$ cat config.mk
export PLATFORM = sky130hd
export DESIGN_NAME = uart_io_top
export DESIGN_NICKNAME = d
export VERILOG_FILES = /design/src/uart_pkg.sv /design/src/uart_io_top.sv /design/src/uart_io_regs.sv /design/src/uart_rx.sv /design/src/uart_tx.sv /design/src/uart_tx_fifo.sv
export SDC_FILE = /design/constraint.sdc
export NUM_CORES = 1
export LEC_CHECK = 0
export BUFFER_PORTS_ARGS = -buffer_cell sky130_fd_sc_hd__buf_2
export CAP_MARGIN = 20
export CORE_MARGIN = 3
export CORE_UTILIZATION = 41
export DETAILED_ROUTE_END_ITERATION = 8
export GPL_TIMING_DRIVEN = 0
export SLEW_MARGIN = 25
export SYNTH_ARGS = -nofsm -noshare
export SYNTH_HDL_FRONTEND = slang
export SYNTH_SLANG_ARGS = --single-unit
$ cat constraint.sdc
create_clock -name clk -period 4.2 [get_ports clk]
set_clock_uncertainty 0.05 [all_clocks]
set_input_delay 1.26 -clock clk [delete_from_list [all_inputs] [get_ports clk]]
set_output_delay 1.26 -clock clk [all_outputs]
set_load 0.01 [all_outputs]
$ cat src/uart_pkg.sv
// register map, bus and status structs, state types and baud presets for the uart io block
`default_nettype none

package uart_pkg;

	// word address on the io bus, byte address bits 15..2
	localparam int io_adr_w = 14;

	localparam logic [io_adr_w-1:0] adr_outc = 14'h3F00;
	localparam logic [io_adr_w-1:0] adr_full = 14'h3F01;
	localparam logic [io_adr_w-1:0] adr_term = 14'h3F02;
	localparam logic [io_adr_w-1:0] adr_rxch = 14'h3F03;

	// bit period in clocks, indexed by init_uart
	// 0: 100 MHz 921600 bps, 1: 50 MHz 921600 bps
	// 2: 50 MHz 9600 bps, 3: 48 MHz 9600 bps
	localparam logic [3:0][15:0] term_preset = {16'd5000, 16'd5208, 16'd54, 16'd109};

	localparam int tx_fifo_depth = 4;
	localparam int tx_fifo_aw = $clog2(tx_fifo_depth);

	typedef struct packed {
		logic we;
		logic [io_adr_w-1:0] wadr;
		logic [31:0] wdata;
	} io_wr_t;

	typedef struct packed {
		logic radr_en;
		logic [io_adr_w-1:0] radr;
	} io_rd_t;

	// one received byte, valid is a single-cycle strobe
	typedef struct packed {
		logic valid;
		logic [7:0] data;
	} rx_byte_t;

	typedef enum logic [1:0] {tx_idle, tx_start, tx_data, tx_stop} tx_state_e;

	typedef enum logic [1:0] {rx_idle, rx_start, rx_data, rx_stop} rx_state_e;

endpackage

`default_nettype wire
$ cat src/uart_io_top.sv
// uart peripheral top for the cpu io bus, wires registers, tx fifo, serializer and receiver
`timescale 1ns/1ps
`default_nettype none

module uart_io_top (
	input wire logic clk,
	input wire logic rst_n,
	input wire uart_pkg::io_wr_t io_wr,
	input wire uart_pkg::io_rd_t io_rd,
	input wire logic [31:0] rdata_in,
	output logic [31:0] rdata,
	input wire logic [1:0] init_uart,
	input wire logic cpu_run,
	input wire logic rxd,
	output logic txd,
	output logic irq
);

	logic push;
	logic [7:0] push_data;
	logic fifo_full;
	logic fifo_empty;
	logic [7:0] pop_data;
	logic [15:0] term;
	logic tx_valid;
	logic tx_ready;
	logic tx_pop;
	uart_pkg::rx_byte_t rx_byte;

	// fifo to serializer handshake
	assign tx_valid = ~fifo_empty;
	assign tx_pop = tx_valid & tx_ready;

	uart_io_regs i_regs (
		.clk(clk), .rst_n(rst_n), .io_wr(io_wr), .io_rd(io_rd),
		.rdata_in(rdata_in), .rdata(rdata), .init_uart(init_uart), .cpu_run(cpu_run),
		.push(push), .push_data(push_data), .fifo_full(fifo_full), .term(term),
		.rx_byte(rx_byte), .irq(irq)
	);

	uart_tx_fifo i_fifo (
		.clk(clk), .rst_n(rst_n), .push(push), .push_data(push_data), .full(fifo_full),
		.pop(tx_pop), .pop_data(pop_data), .empty(fifo_empty)
	);

	uart_tx i_tx (
		.clk(clk), .rst_n(rst_n), .term(term), .data_valid(tx_valid), .data(pop_data),
		.data_ready(tx_ready), .txd(txd)
	);

	uart_rx i_rx (.clk(clk), .rst_n(rst_n), .term(term), .rxd(rxd), .rx_byte(rx_byte));

endmodule

`default_nettype wire

$ cat src/uart_io_regs.sv
// io bus register block of the uart: address decode, TERM, rx latch and the read data mux
`timescale 1ns/1ps
`default_nettype none

module uart_io_regs (
	input wire logic clk,
	input wire logic rst_n,
	input wire uart_pkg::io_wr_t io_wr,
	input wire uart_pkg::io_rd_t io_rd,
	input wire logic [31:0] rdata_in,
	output logic [31:0] rdata,
	input wire logic [1:0] init_uart,
	input wire logic cpu_run,
	output logic push,
	output logic [7:0] push_data,
	input wire logic fifo_full,
	output logic [15:0] term,
	input wire uart_pkg::rx_byte_t rx_byte,
	output logic irq
);

	// one flag per readable register
	typedef struct packed {
		logic rxch;
		logic term;
		logic full;
		logic outc;
	} rd_sel_t;

	logic we_outc;
	logic we_term;
	rd_sel_t rd_sel;
	rd_sel_t rd_dly;
	logic [7:0] outc_q;
	logic [1:0] first_edge;
	logic rx_take;
	logic [7:0] rx_data_q;
	logic rx_new;
	logic rx_ovr;

	assign we_outc = io_wr.we & (io_wr.wadr == uart_pkg::adr_outc);
	assign we_term = io_wr.we & (io_wr.wadr == uart_pkg::adr_term);

	assign rd_sel.outc = io_rd.radr_en & (io_rd.radr == uart_pkg::adr_outc);
	assign rd_sel.full = io_rd.radr_en & (io_rd.radr == uart_pkg::adr_full);
	assign rd_sel.term = io_rd.radr_en & (io_rd.radr == uart_pkg::adr_term);
	assign rd_sel.rxch = io_rd.radr_en & (io_rd.radr == uart_pkg::adr_rxch);

	// character goes to the fifo in the write cycle, dropped when full
	assign push = we_outc & ~fifo_full;
	assign push_data = io_wr.wdata[7:0];

	always_ff @(posedge clk or negedge rst_n) begin
		if (!rst_n) begin
			outc_q <= 8'd0;
		end else if (we_outc) begin
			outc_q <= io_wr.wdata[7:0];
		end
	end

	// high for the first two edges after reset release
	always_ff @(posedge clk or negedge rst_n) begin
		if (!rst_n) begin
			first_edge <= 2'b11;
		end else begin
			first_edge <= {first_edge[0], 1'b0};
		end
	end

	always_ff @(posedge clk or negedge rst_n) begin
		if (!rst_n) begin
			term <= 16'd0;
		end else if (first_edge[1]) begin
			term <= uart_pkg::term_preset[init_uart];
		end else if (we_term) begin
			term <= io_wr.wdata[15:0];
		end
	end

	// bytes only count while the cpu runs
	assign rx_take = rx_byte.valid & cpu_run;
	assign irq = rx_take;

	always_ff @(posedge clk or negedge rst_n) begin
		if (!rst_n) begin
			rx_data_q <= 8'd0;
		end else if (rx_take) begin
			rx_data_q <= rx_byte.data;
		end
	end

	// read of RXCH wins over a byte arriving in the same cycle
	always_ff @(posedge clk or negedge rst_n) begin
		if (!rst_n) begin
			rx_new <= 1'b0;
			rx_ovr <= 1'b0;
		end else if (rd_dly.rxch) begin
			rx_new <= 1'b0;
			rx_ovr <= 1'b0;
		end else if (rx_take) begin
			rx_new <= 1'b1;
			if (rx_new) begin
				rx_ovr <= 1'b1;
			end
		end
	end

	always_ff @(posedge clk or negedge rst_n) begin
		if (!rst_n) begin
			rd_dly <= '0;
		end else begin
			rd_dly <= rd_sel;
		end
	end

	// register value for one cycle after the request, else pass the chain through
	always_comb begin
		if (rd_dly.outc) begin
			rdata = {24'd0, outc_q};
		end else if (rd_dly.full) begin
			rdata = {31'd0, fifo_full};
		end else if (rd_dly.term) begin
			rdata = {16'd0, term};
		end else if (rd_dly.rxch) begin
			rdata = {22'd0, rx_ovr, rx_new, rx_data_q};
		end else begin
			rdata = rdata_in;
		end
	end

	// the four addresses are distinct, so only one read can be pending
	assert property (@(posedge clk) disable iff (!rst_n) $onehot0(rd_dly))
		else $error("more than one uart read flag pending");

endmodule

`default_nettype wire

$ cat src/uart_rx.sv
// 8N1 receiver with input synchronizer and mid-bit sampling, strobes each good byte
`timescale 1ns/1ps
`default_nettype none

module uart_rx (
	input wire logic clk,
	input wire logic rst_n,
	input wire logic [15:0] term,
	input wire logic rxd,
	output uart_pkg::rx_byte_t rx_byte
);

	uart_pkg::rx_state_e state;
	logic [1:0] sync;
	logic rxd_prev;
	logic fall;
	logic [15:0] cnt;
	logic [15:0] term_lat;
	logic [2:0] bit_idx;
	logic [7:0] shift;
	logic valid_q;
	logic half_end;
	logic period_end;

	// line idles high
	always_ff @(posedge clk or negedge rst_n) begin
		if (!rst_n) begin
			sync <= 2'b11;
			rxd_prev <= 1'b1;
		end else begin
			sync <= {sync[0], rxd};
			rxd_prev <= sync[1];
		end
	end

	assign fall = rxd_prev & ~sync[1];
	assign half_end = (cnt == {1'b0, term_lat[15:1]} - 16'd1);
	assign period_end = (cnt == term_lat - 16'd1);

	always_ff @(posedge clk) begin
		if (state == uart_pkg::rx_idle && fall) begin
			term_lat <= term;
		end
		// lsb arrives first
		if (state == uart_pkg::rx_data && period_end) begin
			shift <= {sync[1], shift[7:1]};
		end
	end

	always_ff @(posedge clk or negedge rst_n) begin
		if (!rst_n) begin
			state <= uart_pkg::rx_idle;
			cnt <= 16'd0;
			bit_idx <= 3'd0;
			valid_q <= 1'b0;
		end else begin
			valid_q <= 1'b0;
			case (state)
				uart_pkg::rx_idle: begin
					if (fall) begin
						state <= uart_pkg::rx_start;
						cnt <= 16'd0;
					end
				end
				uart_pkg::rx_start: begin
					// glitch shorter than half a bit goes back to idle
					if (half_end) begin
						cnt <= 16'd0;
						bit_idx <= 3'd0;
						state <= sync[1] ? uart_pkg::rx_idle : uart_pkg::rx_data;
					end else begin
						cnt <= cnt + 16'd1;
					end
				end
				uart_pkg::rx_data: begin
					if (period_end) begin
						cnt <= 16'd0;
						bit_idx <= bit_idx + 3'd1;
						if (bit_idx == 3'd7) begin
							state <= uart_pkg::rx_stop;
						end
					end else begin
						cnt <= cnt + 16'd1;
					end
				end
				default: begin
					if (period_end) begin
						cnt <= 16'd0;
						state <= uart_pkg::rx_idle;
						// low stop bit drops the byte
						valid_q <= sync[1];
					end else begin
						cnt <= cnt + 16'd1;
					end
				end
			endcase
		end
	end

	assign rx_byte.valid = valid_q;
	assign rx_byte.data = shift;

	// a whole frame lies between two strobes
	assert property (@(posedge clk) disable iff (!rst_n) valid_q |=> !valid_q)
		else $error("rx valid held for two cycles");

endmodule

`default_nettype wire

$ cat src/uart_tx.sv
// 8N1 transmit serializer, takes one byte per frame from a valid/ready source
`timescale 1ns/1ps
`default_nettype none

module uart_tx (
	input wire logic clk,
	input wire logic rst_n,
	input wire logic [15:0] term,
	input wire logic data_valid,
	input wire logic [7:0] data,
	output logic data_ready,
	output logic txd
);

	uart_pkg::tx_state_e state;
	logic [15:0] cnt;
	logic [15:0] term_lat;
	logic [2:0] bit_idx;
	logic [7:0] shift;
	logic period_end;
	logic load;

	assign data_ready = (state == uart_pkg::tx_idle);
	assign load = data_ready & data_valid;
	assign period_end = (cnt == term_lat - 16'd1);

	// frame payload and its bit period
	always_ff @(posedge clk) begin
		if (load) begin
			shift <= data;
			term_lat <= term;
		end else if (state == uart_pkg::tx_data && period_end) begin
			shift <= {1'b0, shift[7:1]};
		end
	end

	always_ff @(posedge clk or negedge rst_n) begin
		if (!rst_n) begin
			state <= uart_pkg::tx_idle;
			cnt <= 16'd0;
			bit_idx <= 3'd0;
			txd <= 1'b1;
		end else begin
			case (state)
				uart_pkg::tx_idle: begin
					if (data_valid) begin
						state <= uart_pkg::tx_start;
						cnt <= 16'd0;
						txd <= 1'b0;
					end
				end
				uart_pkg::tx_start: begin
					if (period_end) begin
						state <= uart_pkg::tx_data;
						cnt <= 16'd0;
						bit_idx <= 3'd0;
						txd <= shift[0];
					end else begin
						cnt <= cnt + 16'd1;
					end
				end
				uart_pkg::tx_data: begin
					if (period_end) begin
						cnt <= 16'd0;
						if (bit_idx == 3'd7) begin
							state <= uart_pkg::tx_stop;
							txd <= 1'b1;
						end else begin
							bit_idx <= bit_idx + 3'd1;
							// next bit before the shift lands
							txd <= shift[1];
						end
					end else begin
						cnt <= cnt + 16'd1;
					end
				end
				default: begin
					if (period_end) begin
						state <= uart_pkg::tx_idle;
						cnt <= 16'd0;
					end else begin
						cnt <= cnt + 16'd1;
					end
				end
			endcase
		end
	end

endmodule

`default_nettype wire

$ cat src/uart_tx_fifo.sv
// small circular character fifo between the register block and the serializer
`timescale 1ns/1ps
`default_nettype none

module uart_tx_fifo (
	input wire logic clk,
	input wire logic rst_n,
	input wire logic push,
	input wire logic [7:0] push_data,
	output logic full,
	input wire logic pop,
	output logic [7:0] pop_data,
	output logic empty
);

	logic [7:0] mem [uart_pkg::tx_fifo_depth];
	logic [uart_pkg::tx_fifo_aw-1:0] wr_ptr;
	logic [uart_pkg::tx_fifo_aw-1:0] rd_ptr;
	logic [uart_pkg::tx_fifo_aw:0] count;

	assign full = (count == (uart_pkg::tx_fifo_aw + 1)'(uart_pkg::tx_fifo_depth));
	assign empty = (count == '0);
	assign pop_data = mem[rd_ptr];

	always_ff @(posedge clk) begin
		if (push) begin
			mem[wr_ptr] <= push_data;
		end
	end

	// pointers wrap naturally, depth is a power of two
	always_ff @(posedge clk or negedge rst_n) begin
		if (!rst_n) begin
			wr_ptr <= '0;
			rd_ptr <= '0;
			count <= '0;
		end else begin
			if (push) begin
				wr_ptr <= wr_ptr + 1'b1;
			end
			if (pop) begin
				rd_ptr <= rd_ptr + 1'b1;
			end
			case ({push, pop})
				2'b10: count <= count + 1'b1;
				2'b01: count <= count - 1'b1;
				default: count <= count;
			endcase
		end
	end

	// callers gate push with full and pop with empty
	assert property (@(posedge clk) disable iff (!rst_n) push |-> !full)
		else $error("push into full tx fifo");
	assert property (@(posedge clk) disable iff (!rst_n) pop |-> !empty)
		else $error("pop from empty tx fifo");

endmodule

`default_nettype wire

==> results of run 1 <==
[kinds of logic (layout without fill, tap and decap cells)]
group,count (synthesis),after routing,synth area share [%]
compound gates,147,147,10.7
xor+xnor,78,78,7.26
fa+ha+maj,27,27,3.67
buf+inv,73,224,3.11
flops,174,174,50.6
mux,67,67,8.53
other cells,1,1,0.0398
simple gates,281,281,16.2
[registers in the layout (all words and copies together), names as in the netlist, 2 cells and up]
name and flops:
i_fifo.mem 32, i_regs.term 16, i_rx.cnt 16, i_rx.term_lat 16, i_tx.cnt 16, i_tx.term_lat 16
i_regs.outc_q 8, i_regs.rx_data_q 8, i_rx.shift 8, i_tx.shift 8, i_regs.rd_dly 4, i_fifo.count 3
i_rx.bit_idx 3, i_tx.bit_idx 3, i_fifo.rd_ptr 2, i_fifo.wr_ptr 2, i_regs.first_edge 2, i_rx.state 2
i_rx.sync 2, i_tx.state 2
[layer usage]
metal	track usage (%)	vias up	part of all wire (%)
met2	30.7	187	48
met5	0	-	0
met3	3.71	18	5.1
met4	5.12	0	1.3
li1	-	3379	-
met1	25.8	3343	46
[final cells by class]
| cell class | instances | area [um2] | area share, % |
|---|---|---|---|
| Clock inverter | 15 | 180 | 1.64 |
| Tap cell | 280 | 350 | 3.18 |
| Inverter | 32 | 120 | 1.09 |
| Clock buffer | 17 | 425 | 3.86 |
| Sequential cell | 174 | 4760 | 43.2 |
| Timing Repair Buffer | 119 | 624 | 5.67 |
| Multi-Input combinational cell | 601 | 4380 | 39.8 |
| Buffer | 41 | 173 | 1.57 |
[cells in the mapped netlist, types with 14 or more instances]
master	instances	area, um2
clkbuf_1	32	120
nor3_1	19	95.1
nand4_1	14	87.6
xnor2_1	43	377
mux2_2	25	282
nand2_1	52	195
ha_1	26	325
dfrtp_1	88	2200
inv_1	31	116
o21ai_0	37	185
nand3_1	23	115
a21oi_1	36	180
and3_1	36	225
mux2i_1	33	330
xor2_1	35	307
edfxtp_1	80	2400
nor2_1	65	244
nor3b_1	14	105
[placed cells by master, fill, tap and decap left out, types with 5 or more instances in the layout]
cell       count
buf_2        120
dfrtp_1       88
edfxtp_1      80
nor2_1        63
nand2_1       52
xnor2_1       43
o21ai_0       37
and3_1        36
a21oi_1       36
xor2_1        35
mux2i_1       33
clkbuf_1      32
inv_1         31
ha_1          26
mux2_2        25
nand3_1       23
nor3_1        19
clkbuf_16     17
nand4_1       14
nor3b_1       14
a21o_1        13
and2_1        10
mux4_2         8
a22oi_1        8
nor4_1         8
nand3b_1       6
inv_8          6
dfstp_2        6
a31oi_1        5
or3_1          5
o2111ai_1      5
a211oi_1       5
[power groups by stage]
stage,clock [W],combinational (W),sequential (W)
after floorplan,0,0.000885,0.00211
after global placement,0,0.00117,0.00216
after detailed placement,0,0.00120,0.00216
after CTS,0.00164,0.00121,0.00213
after global routing,0.00171,0.00137,0.00215
final,0.00161,0.00121,0.00213
[through the flow]
stage | utilization (%) | instances | worst slack [ns] | TNS (ns)
after floorplan | - | 848 | 0.179 | 0
after global placement | 46.7 | 1245 | -0.739 | -19.98
after detailed placement | 46.9 | 1247 | 0.217 | 0
after CTS | 49.7 | 1279 | 0.188 | 0
after global routing | 49.7 | 1279 | 0.00394 | 0
final | 49.7 | 1279 | 0.376 | 0
[path summary, 6_finish.rpt]
kind | slack (ns) | cells past startpoint | to
max | 0.38 | 11 | i_rx.cnt[10]$_DFFE_PN0N_
min | 0.31 | 0 | i_rx.sync[1]$_DFF_PN1_
max in group asynchronous | 2.74 | 2 | i_rx.rxd_prev$_DFF_PN1_
min in group asynchronous | 0.66 | 1 | i_fifo.wr_ptr[0]$_DFFE_PN0P_
max reg2reg | 0.38 | 11 | i_rx.cnt[10]$_DFFE_PN0N_
min reg2reg | 0.31 | 0 | i_rx.sync[1]$_DFF_PN1_
==> run summary, run 1 <==
Number of global-route vias before repair -> 6915
Inserted Clock Buffers -> 17
Initial Util -> 42.5%
Mapped cell area -> 9420 um2
CTS tree -> built
Final hold viol count -> 0
Drt wl/cell -> 17.5 um
Max Clk Rate -> 261 MHz
Crit path launch -> i_rx.term_lat[2]$_DFFE_PP_
Net switching fraction of the power -> 33.5%
DR DRC count -> 0
Skew-Pair Late Insertion Delay -> 0.44 ns
Gate power share -> 24.5%
Worst path bufs/invs -> 3
Req. time, crit path -> 4.44 ns
Drt pass-1 iters -> 5
Internal Power -> 0.00330 W
RSZ-0062 raised after global routing -> false
Sequential share of power -> 43.0%
Die height -> 158 um
All-Layer GR Usage -> 18.8%
Post-CTS setup buffer count -> 0
Slew Limit Fails -> 0
Worst setup EP type -> flop
PnR Total Power -> 0.00495 W
Gpl congestion -> 0.843
DRT Wirelength -> 22.3 mm
Critical path data arrival time -> 4.07 ns
CTS Sinks -> 174
Avg Vias per Cell -> 5.42
Mapped Nets -> 975
CTS H-tree lvls -> 4
Power Dens Cells -> 450 nW/um2
DPL Wire Length -> 16.6 mm
Register bit count reported by yosys -> 174
Dominant synthesized flop cell -> dfrtp_1
Startpoint types -> flop
Critical path's largest stage delay -> 0.49 ns
Die area -> 24800 um2
Cell mode on critical path -> a21oi_1
Placed cell area -> 10400 um2
FILL cells -> 2023
Lkg Pwr -> 4.71 nW
Port Buffers -> 117
EDFF count, synth -> 80
Std-Cell Rows -> 54
Avg Cell Area, Syn -> 11.1 um2
Worst vdd rail ir drop -> 300 uV
# IOs -> 134
Clock share of power -> 32.5%
Area of the core -> 22200 um2
WS Path Type -> reg2reg
Rel. slew slack -> 42.6%
R2r startpoint -> i_rx.term_lat[2]$_DFFE_PP_
Layout Nets -> 1113
Async set or reset register ratio after synthesis -> 54.0%
Root Buffer -> clkbuf_16
Clock transition at path regs -> 0.08 ns
Sw power -> 0.00166 W
Routed Antenna Nets -> 0
CP Max Fanout -> 10
Period minus WS final -> 3.82 ns
Final worst-path cycle share -> 91.1%
Hold WC Path Type -> reg2reg
Setup-failing EPs final -> 0
Die width -> 158 um
Worst-path cell chain -> inv_1, ha_1, or4b_1, clkbuf_1, nor4_2, a21oi_1, nor4b_1, o2111ai_2, a21oi_4, buf_2, a21oi_1
Initial drt markers -> 579
MaxCap Viol Count -> 0
Area growth, synth to finish -> 17.0%
PostCTS Resize Cnt -> 0
Critical path's top delay family -> simple AND/OR/NAND/NOR gates
Synth Instances -> 848
Status -> completed
Overflow after GRT -> 0
Hold Path Origin -> i_rx.sync[0]$_DFF_PN1_
Maximum root-to-sink buffer count -> 2
Share of post-route cells with drive strength above 1 -> 21.6%
Initial antenna violation count -> 0
Largest net degree at the start of global routing -> 59
Worst-margin pin slew -> 0.860 ns
Synth warn -> 0
Seq/Total Area, Yosys -> 50.6%
Hold-fix buffers at CTS -> 0
First-pass GRT wire length -> 36.5 mm
Final instance area -> 11000 um2
Via count -> 6927
Final Hold Slack -> 0.308 ns
Slowest CP cell -> edfxtp_1
Post-synth cell types -> 77
Inserted Diodes -> 0
(Power assumes the default switching activity.)
==> run 2: changes to the inputs <==
ABC_AREA = 1   (was not set)
==> run summary, run 2 <==
Max Clk Rate -> 278 MHz (+6.2%)
R2R Path End -> i_tx.shift[2]$_DFFE_PP_
Util after Layout -> 48.8% (-0.93 points)
RSZ-0062 raised after global routing -> false
Lkg Pwr -> 5.49 nW (+17%)
Synth Instances -> 1226 (+45%)
Worst slack, placed -> 0.486 ns (+0.270 ns)
Final hold viol count -> 0 (unchanged)
Synth warn -> 0 (unchanged)
Maximum root-to-sink buffer count -> 2 (unchanged)
Rel. slew slack -> 42.9% (+0.28 points)
Startpoint types -> input pin
Area of the core -> 23700 um2 (+6.9%)
Max reg flops -> 32 (unchanged)
Worst setup EP type -> output port
Skew-Pair Late Insertion Delay -> 0.44 ns (about the same)
Status -> completed
Setup_tns -> 0 ns (unchanged)
Hold-fix buffers at CTS -> 0 (unchanged)
All-Layer GR Usage -> 19.3% (+0.53 points)
Setup-failing EPs final -> 0 (unchanged)
Critical path data arrival time -> 2.29 ns (-1.78 ns)
Top cells by count, synth -> 328 x nand2_1, 156 x inv_1, 151 x nor2_1
WS Path Type -> in2out
MaxCap Viol Count -> 0 (unchanged)
Cell mode on critical path -> buf_2
DPL Wire Length -> 18.6 mm (+11%)
Fin worst setup slack -> 0.600 ns (+0.224 ns)
Port Buffers -> 117 (unchanged)
Worst-path cell chain -> buf_2, nand2_1, clkinv_1, buf_2
Mapped cell area -> 9940 um2 (+5.6%)
Post-CTS setup buffer count -> 0 (unchanged)
Worst vdd rail ir drop -> 257 uV (-14%)
Die area -> 26100 um2 (+5.4%)
Avg Vias per Cell -> 4.89 (-9.7%)
Area growth, synth to finish -> 16.2%
Die height -> 162 um (+2.6%)
Req. time, crit path -> 2.89 ns (-1.55 ns)
CTS H-tree lvls -> 4 (unchanged)
Worst-margin pin slew -> 0.853 ns (-0.00642 ns)
Worst R2R Path Depth -> 12 (+1)
DRT Wirelength -> 24.4 mm (+9.2%)
Std-Cell Rows -> 56 (+3.7%)
Largest net degree at the start of global routing -> 65 (+10%)
Inserted Clock Buffers -> 17 (unchanged)
CP Max Fanout -> 10 (unchanged)
Post-synth cell types -> 46 (-40%)
Critical path's top delay family -> buffers and inverters
Avg Cell Area, Syn -> 8.11 um2 (-27%)
R2R setup slack -> 1.26 ns (+0.88 ns)
Register bit count reported by yosys -> 174 (unchanged)
First-pass GRT wire length -> 40.7 mm (+11%)
Dominant synthesized flop cell -> dfrtp_1
Via count -> 8288 (+20%)
Initial antenna violation count -> 1 (+1)
Reg with most FFs -> i_fifo.mem
Non-Filler Instances -> 1695 (+33%)
Mapped Nets -> 1353 (+39%)
R2r startpoint -> i_tx.term_lat[0]$_DFFE_PP_
Initial Util -> 42.0% (-0.52 points)
Crit path to -> irq
Final worst-path cycle share -> 85.7% (-5.3 points)
Async set or reset register ratio after synthesis -> 54.0% (unchanged)
Drt wl/cell -> 14.4 um (-18%)
Gpl congestion -> 0.900 (+6.7%)
Slowest CP cell -> clkinv_1
Dominant cells by area after synthesis -> edfxtp_1 24%, dfrtp_1 22%, nand2_1 12%
Most frequent cell after synthesis -> nand2_1
CTS tree -> built
Overflow after GRT -> 0 (unchanged)
CP Depth -> 4 (-7)
Yosys top cell area share -> 24.2% (-1.3 points)
PnR Total Power -> 0.00404 W (-18%)
# IOs -> 134 (unchanged)
PostCTS Resize Cnt -> 0 (unchanged)
Critical path's largest stage delay -> 0.39 ns (-0.10 ns)
Share of post-route cells with drive strength above 1 -> 14.6% (-7.0 points)
Slew Limit Fails -> 0 (unchanged)
Clock transition at path regs -> 0.08 ns (about the same)
Die width -> 162 um (+2.6%)
Commonest non-fill, non-tap cell in the layout -> nand2_1
Period minus WS final -> 3.60 ns (-0.224 ns)
DR DRC count -> 0 (unchanged)
Drt pass-1 iters -> 5 (unchanged)
Hold WC Path Type -> reg2reg
Inserted Diodes -> 0 (unchanged)
Largest area contributor in the netlist -> edfxtp_1
Initial drt markers -> 503 (-13%)
Seq/Total Area, Yosys -> 47.9% (-2.7 points)
Layout Nets -> 1490 (+34%)
CTS Sinks -> 174 (unchanged)
EDFF count, synth -> 80 (unchanged)
Worst path bufs/invs -> 3 (unchanged)
Root Buffer -> clkbuf_16
Routed Antenna Nets -> 0 (unchanged)
Power Dens Cells -> 350 nW/um2 (-22%)
Number of global-route vias before repair -> 8024 (+16%)
Most frequent cells in the layout -> 328 x nand2_1, 156 x inv_1, 150 x nor2_1
Crit path launch -> cpu_run
Placed cells -> 1663 (+33%)
run 2: kinds of logic (layout without fill, tap and decap cells):
family | count (synthesis) | after routing | share of synthesized area, %
and+or+nand+nor | 631 | 631 | 27.5
DFF | 174 | 174 | 47.9
xor gates and xnor gates | 61 | 61 | 5.53
AOI/OAI and AO/OA | 140 | 140 | 8.18
buffers and inverters | 192 | 342 | 7.40
adders and majority gates | 27 | 27 | 3.47
other | 1 | 1 | 0.0377
run 2: worst min-delay path by stage:
stage / depth (start not counted) / start / endpoint / slack, ns
2_1_floorplan: 0 / i_regs.first_edge[0]$_DFF_PN1_ / i_regs.first_edge[1]$_DFF_PN1_ / 0.30
3_3_place_gp: 0 / i_rx.sync[0]$_DFF_PN1_ / i_rx.sync[1]$_DFF_PN1_ / 0.30
3_5_place_dp: 0 / i_rx.sync[0]$_DFF_PN1_ / i_rx.sync[1]$_DFF_PN1_ / 0.30
4_1_cts: 0 / i_rx.sync[0]$_DFF_PN1_ / i_rx.sync[1]$_DFF_PN1_ / 0.31
5_1_grt: 0 / i_regs.first_edge[0]$_DFF_PN1_ / i_regs.first_edge[1]$_DFF_PN1_ / 0.31
6_report: 0 / i_rx.sync[0]$_DFF_PN1_ / i_rx.sync[1]$_DFF_PN1_ / 0.31
run 2: report_power, final:
group	total (W)	internal [W]	switching (W)
clock	0.00157	0.000800	0.000774
sequential	0.00193	0.00185	0.0000755
combinational	0.000543	0.000202	0.000341
run 2: area by class of cell:
| class | instances | area, um2 |
|---|---|---|
| inverters | 164 | 618 |
| flip-flops and latches | 174 | 4760 |
| well taps | 319 | 399 |
| clock inverters | 15 | 163 |
| fillers | 2358 | 12100 |
| multi-input cells | 860 | 4440 |
| plain buffers | 28 | 119 |
| clock buffers | 17 | 425 |
| repair buffers | 118 | 619 |
run 2: through the flow:
stage / hold slack [ns] / area, um2
final: 0.308 / 11500
after global routing: 0.310 / 11500
after CTS: 0.309 / 11500
after detailed placement: 0.298 / 11000
after global placement: 0.296 / 10900
after floorplan: 0.295 / 9940
run 2: routing by layer:
layer,GRT usage (%),wire length (um)
met1,26.9,11500
met2,31.5,11200
met3,3.14,1220
met4,5.58,450
met5,0,11
==> run 3: changes to the inputs <==
ABC_AREA = not set   (was 1)
CORE_UTILIZATION = 30   (was 41)
==> run summary, run 3 (synthesis results as in run 1) <==
CTS tree -> built
Area taken by flip-flops and latches -> 4760 um2 (unchanged)
RSZ-0062 raised after global routing -> false
Final hold viol count -> 0 (unchanged)
Most frequent cells in the layout -> 120 x buf_2, 88 x dfrtp_1, 80 x edfxtp_1
Inserted Diodes -> 0 (unchanged)
Slew Limit Fails -> 0 (unchanged)
Area taken by multi-input logic gates -> 4370 um2 (-1.6%)
Startpoint types -> flop
Root Buffer -> clkbuf_16
Share of post-route cells with drive strength above 1 -> 21.6% (+7.0 points)
Placed cells -> 1363 (-18%)
Area of the core -> 30700 um2 (+30%)
Critical path's largest stage delay -> 0.54 ns (+0.15 ns)
Rel. slew slack -> 45.8% (+2.9 points)
Sequential share of power -> 42.8% (-4.8 points)
Req. time, crit path -> 4.44 ns (+1.55 ns)
FILL cells -> 3096 (+31%)
# IOs -> 134 (unchanged)
Met3 wire length -> 908 um (-26%)
MaxCap Viol Count -> 0 (unchanged)
Die height -> 183 um (+13%)
Lkg Pwr -> 4.71 nW (-14%)
Initial drt markers -> 449 (-11%)
Overflow after GRT -> 0 (unchanged)
All-Layer GR Usage -> 14.0% (-5.4 points)
Clock transition at path regs -> 0.07 ns (about the same)
Inserted Clock Buffers -> 17 (unchanged)
DRT Wirelength -> 22.9 mm (-6.2%)
PnR Total Power -> 0.00498 W (+23%)
Gpl congestion -> 0.855 (-4.9%)
Status -> completed
Initial Util -> 30.6% (-11 points)
Reg with most FFs -> i_fifo.mem
Power Dens Cells -> 446 nW/um2 (+27%)
Layout Nets -> 1113 (-25%)
Final worst-path cycle share -> 93.3% (+7.5 points)
First-pass GRT wire length -> 37.5 mm (-7.9%)
Initial antenna violation count -> 0 (-1)
DR DRC count -> 0 (unchanged)
CTS Sinks -> 174 (unchanged)
Skew-Pair Late Insertion Delay -> 0.43 ns (about the same)
Worst-margin pin slew -> 0.814 ns (-0.0398 ns)
Met1 WL -> 10.3 mm (-11%)
Drt pass-1 iters -> 7 (+2)
Final Hold Slack -> 0.308 ns (+0.000222 ns)
Met2 Routed Length -> 11.4 mm (+2.1%)
Worst vdd rail ir drop -> 292 uV (+14%)
Routed Antenna Nets -> 0 (unchanged)
Worst setup EP type -> flop
Std-Cell Rows -> 64 (+14%)
Drt wl/cell -> 16.4 um (+14%)
Max reg flops -> 32 (unchanged)
Number of global-route vias before repair -> 6961 (-13%)
Period minus WS final -> 3.92 ns (+0.317 ns)
Non-Filler Instances -> 1395 (-18%)
Largest net degree at the start of global routing -> 59 (-9.2%)
Die area -> 33500 um2 (+28%)
CTS H-tree lvls -> 4 (unchanged)
Via count -> 6977 (-16%)
CP Max Fanout -> 10 (unchanged)
Hold WC Path Type -> reg2reg
Slowest CP cell -> nor4b_1
Avg Vias per Cell -> 5.00 (+2.3%)
DPL Wire Length -> 17.4 mm (-6.2%)
Commonest non-fill, non-tap cell in the layout -> buf_2
Sw power -> 0.00160 W (+34%)
Highest layer used for signal routing -> met4
Max Clk Rate -> 255 MHz (-8.1%)
Setup-failing EPs final -> 0 (unchanged)
WS Path Type -> reg2reg
Clock share of power -> 33.3% (-5.6 points)
Gate power share -> 23.8% (+10 points)
Port Buffers -> 117 (unchanged)
Maximum root-to-sink buffer count -> 2 (unchanged)
Area growth, synth to finish -> 18.6%
Worst-path cell chain -> inv_1, ha_1, or4b_1, clkbuf_1, nor4_2, a21oi_1, nor4b_1, o2111ai_2, a21oi_2, buf_2, a21oi_1
Critical path data arrival time -> 4.16 ns (+1.87 ns)
Net switching fraction of the power -> 32.0% (+2.6 points)
Internal Power -> 0.00339 W (+19%)
Cell mode on critical path -> a21oi_1
Die width -> 183 um (+13%)
## run 3: cell count changes in the layout (fill, tap and decap cells not counted), moves of 14 or more
cell,delta
mux2_2,+25
o21ai_0,-29
mux2i_1,+33
a21oi_1,+15
nand2_1,-276
nand3_1,-39
xnor2_1,+27
inv_1,-125
and3_1,+36
nor2_2,-14
nor2_1,-87
## run 3: worst paths after layout
path | startpoint | to | slack [ns] | cells past startpoint
setup / recovery | i_rx.term_lat[2]$_DFFE_PP_ | i_rx.cnt[9]$_DFFE_PN0N_ | 0.28 | 11
setup reg to reg | i_rx.term_lat[2]$_DFFE_PP_ | i_rx.cnt[9]$_DFFE_PN0N_ | 0.28 | 11
max in group asynchronous | rst_n | i_tx.txd$_DFFE_PN1P_ | 2.74 | 2
hold reg to reg | i_regs.first_edge[0]$_DFF_PN1_ | i_regs.first_edge[1]$_DFF_PN1_ | 0.31 | 0
min in group asynchronous | rst_n | i_rx.cnt[14]$_DFFE_PN0N_ | 0.68 | 1
hold / removal | i_regs.first_edge[0]$_DFF_PN1_ | i_regs.first_edge[1]$_DFF_PN1_ | 0.31 | 0
## run 3: critical path: cells and delay by family, from the launching register on
| kind | cells | cell delay (ns) |
|---|---|---|
| DFF | 1 | 0.49 |
| buffers and inverters | 3 | 0.58 |
| adders and majority gates | 1 | 0.27 |
| AOI/OAI and AO/OA | 4 | 0.97 |
| and+or+nand+nor | 3 | 1.42 |
## run 3: final cells by class
type / instances / share of cell area, %
Multi-Input combinational cell: 601 / 39.1
Timing Repair Buffer: 119 / 5.59
Inverter: 32 / 1.08
Sequential cell: 174 / 42.6
Tap cell: 396 / 4.44
Buffer: 41 / 1.55
Clock inverter: 15 / 1.75
Clock buffer: 17 / 3.81
## run 3: what timing repair did
action	4_1_cts	5_1_grt
resized for setup	0	1
hold buffers	0	0
endpoints found under the setup margin	0	4
setup buffers	0	0
## run 3: power groups by stage
stage	Sequential [W]	Clock (W)	Combinational (W)
2_1_floorplan	0.00211	0	0.000885
3_3_place_gp	0.00216	0	0.00116
3_5_place_dp	0.00216	0	0.00119
4_1_cts	0.00213	0.00169	0.00120
5_1_grt	0.00216	0.00177	0.00134
6_report	0.00213	0.00166	0.00119
## run 3: through the flow
step / area, um2 / setup slack, ns / TNS (ns) / util (%)
6_report: 11200 / 0.283 / 0 / 36.3
5_1_grt: 11200 / 0.0469 / 0 / 36.3
4_1_cts: 11200 / 0.225 / 0 / 36.3
3_5_place_dp: 10500 / 0.284 / 0 / 34.3
3_3_place_gp: 10500 / -0.619 / -15.64 / 34.1
2_1_floorplan: 9420 / 0.179 / 0 / -
## run 3: routing by layer
metal | global-route usage (%) | up-vias
met5 | 0 | -
met4 | 3.41 | 0
met3 | 2.74 | 16
met2 | 24.3 | 156
met1 | 18.0 | 3436
li1 | - | 3369
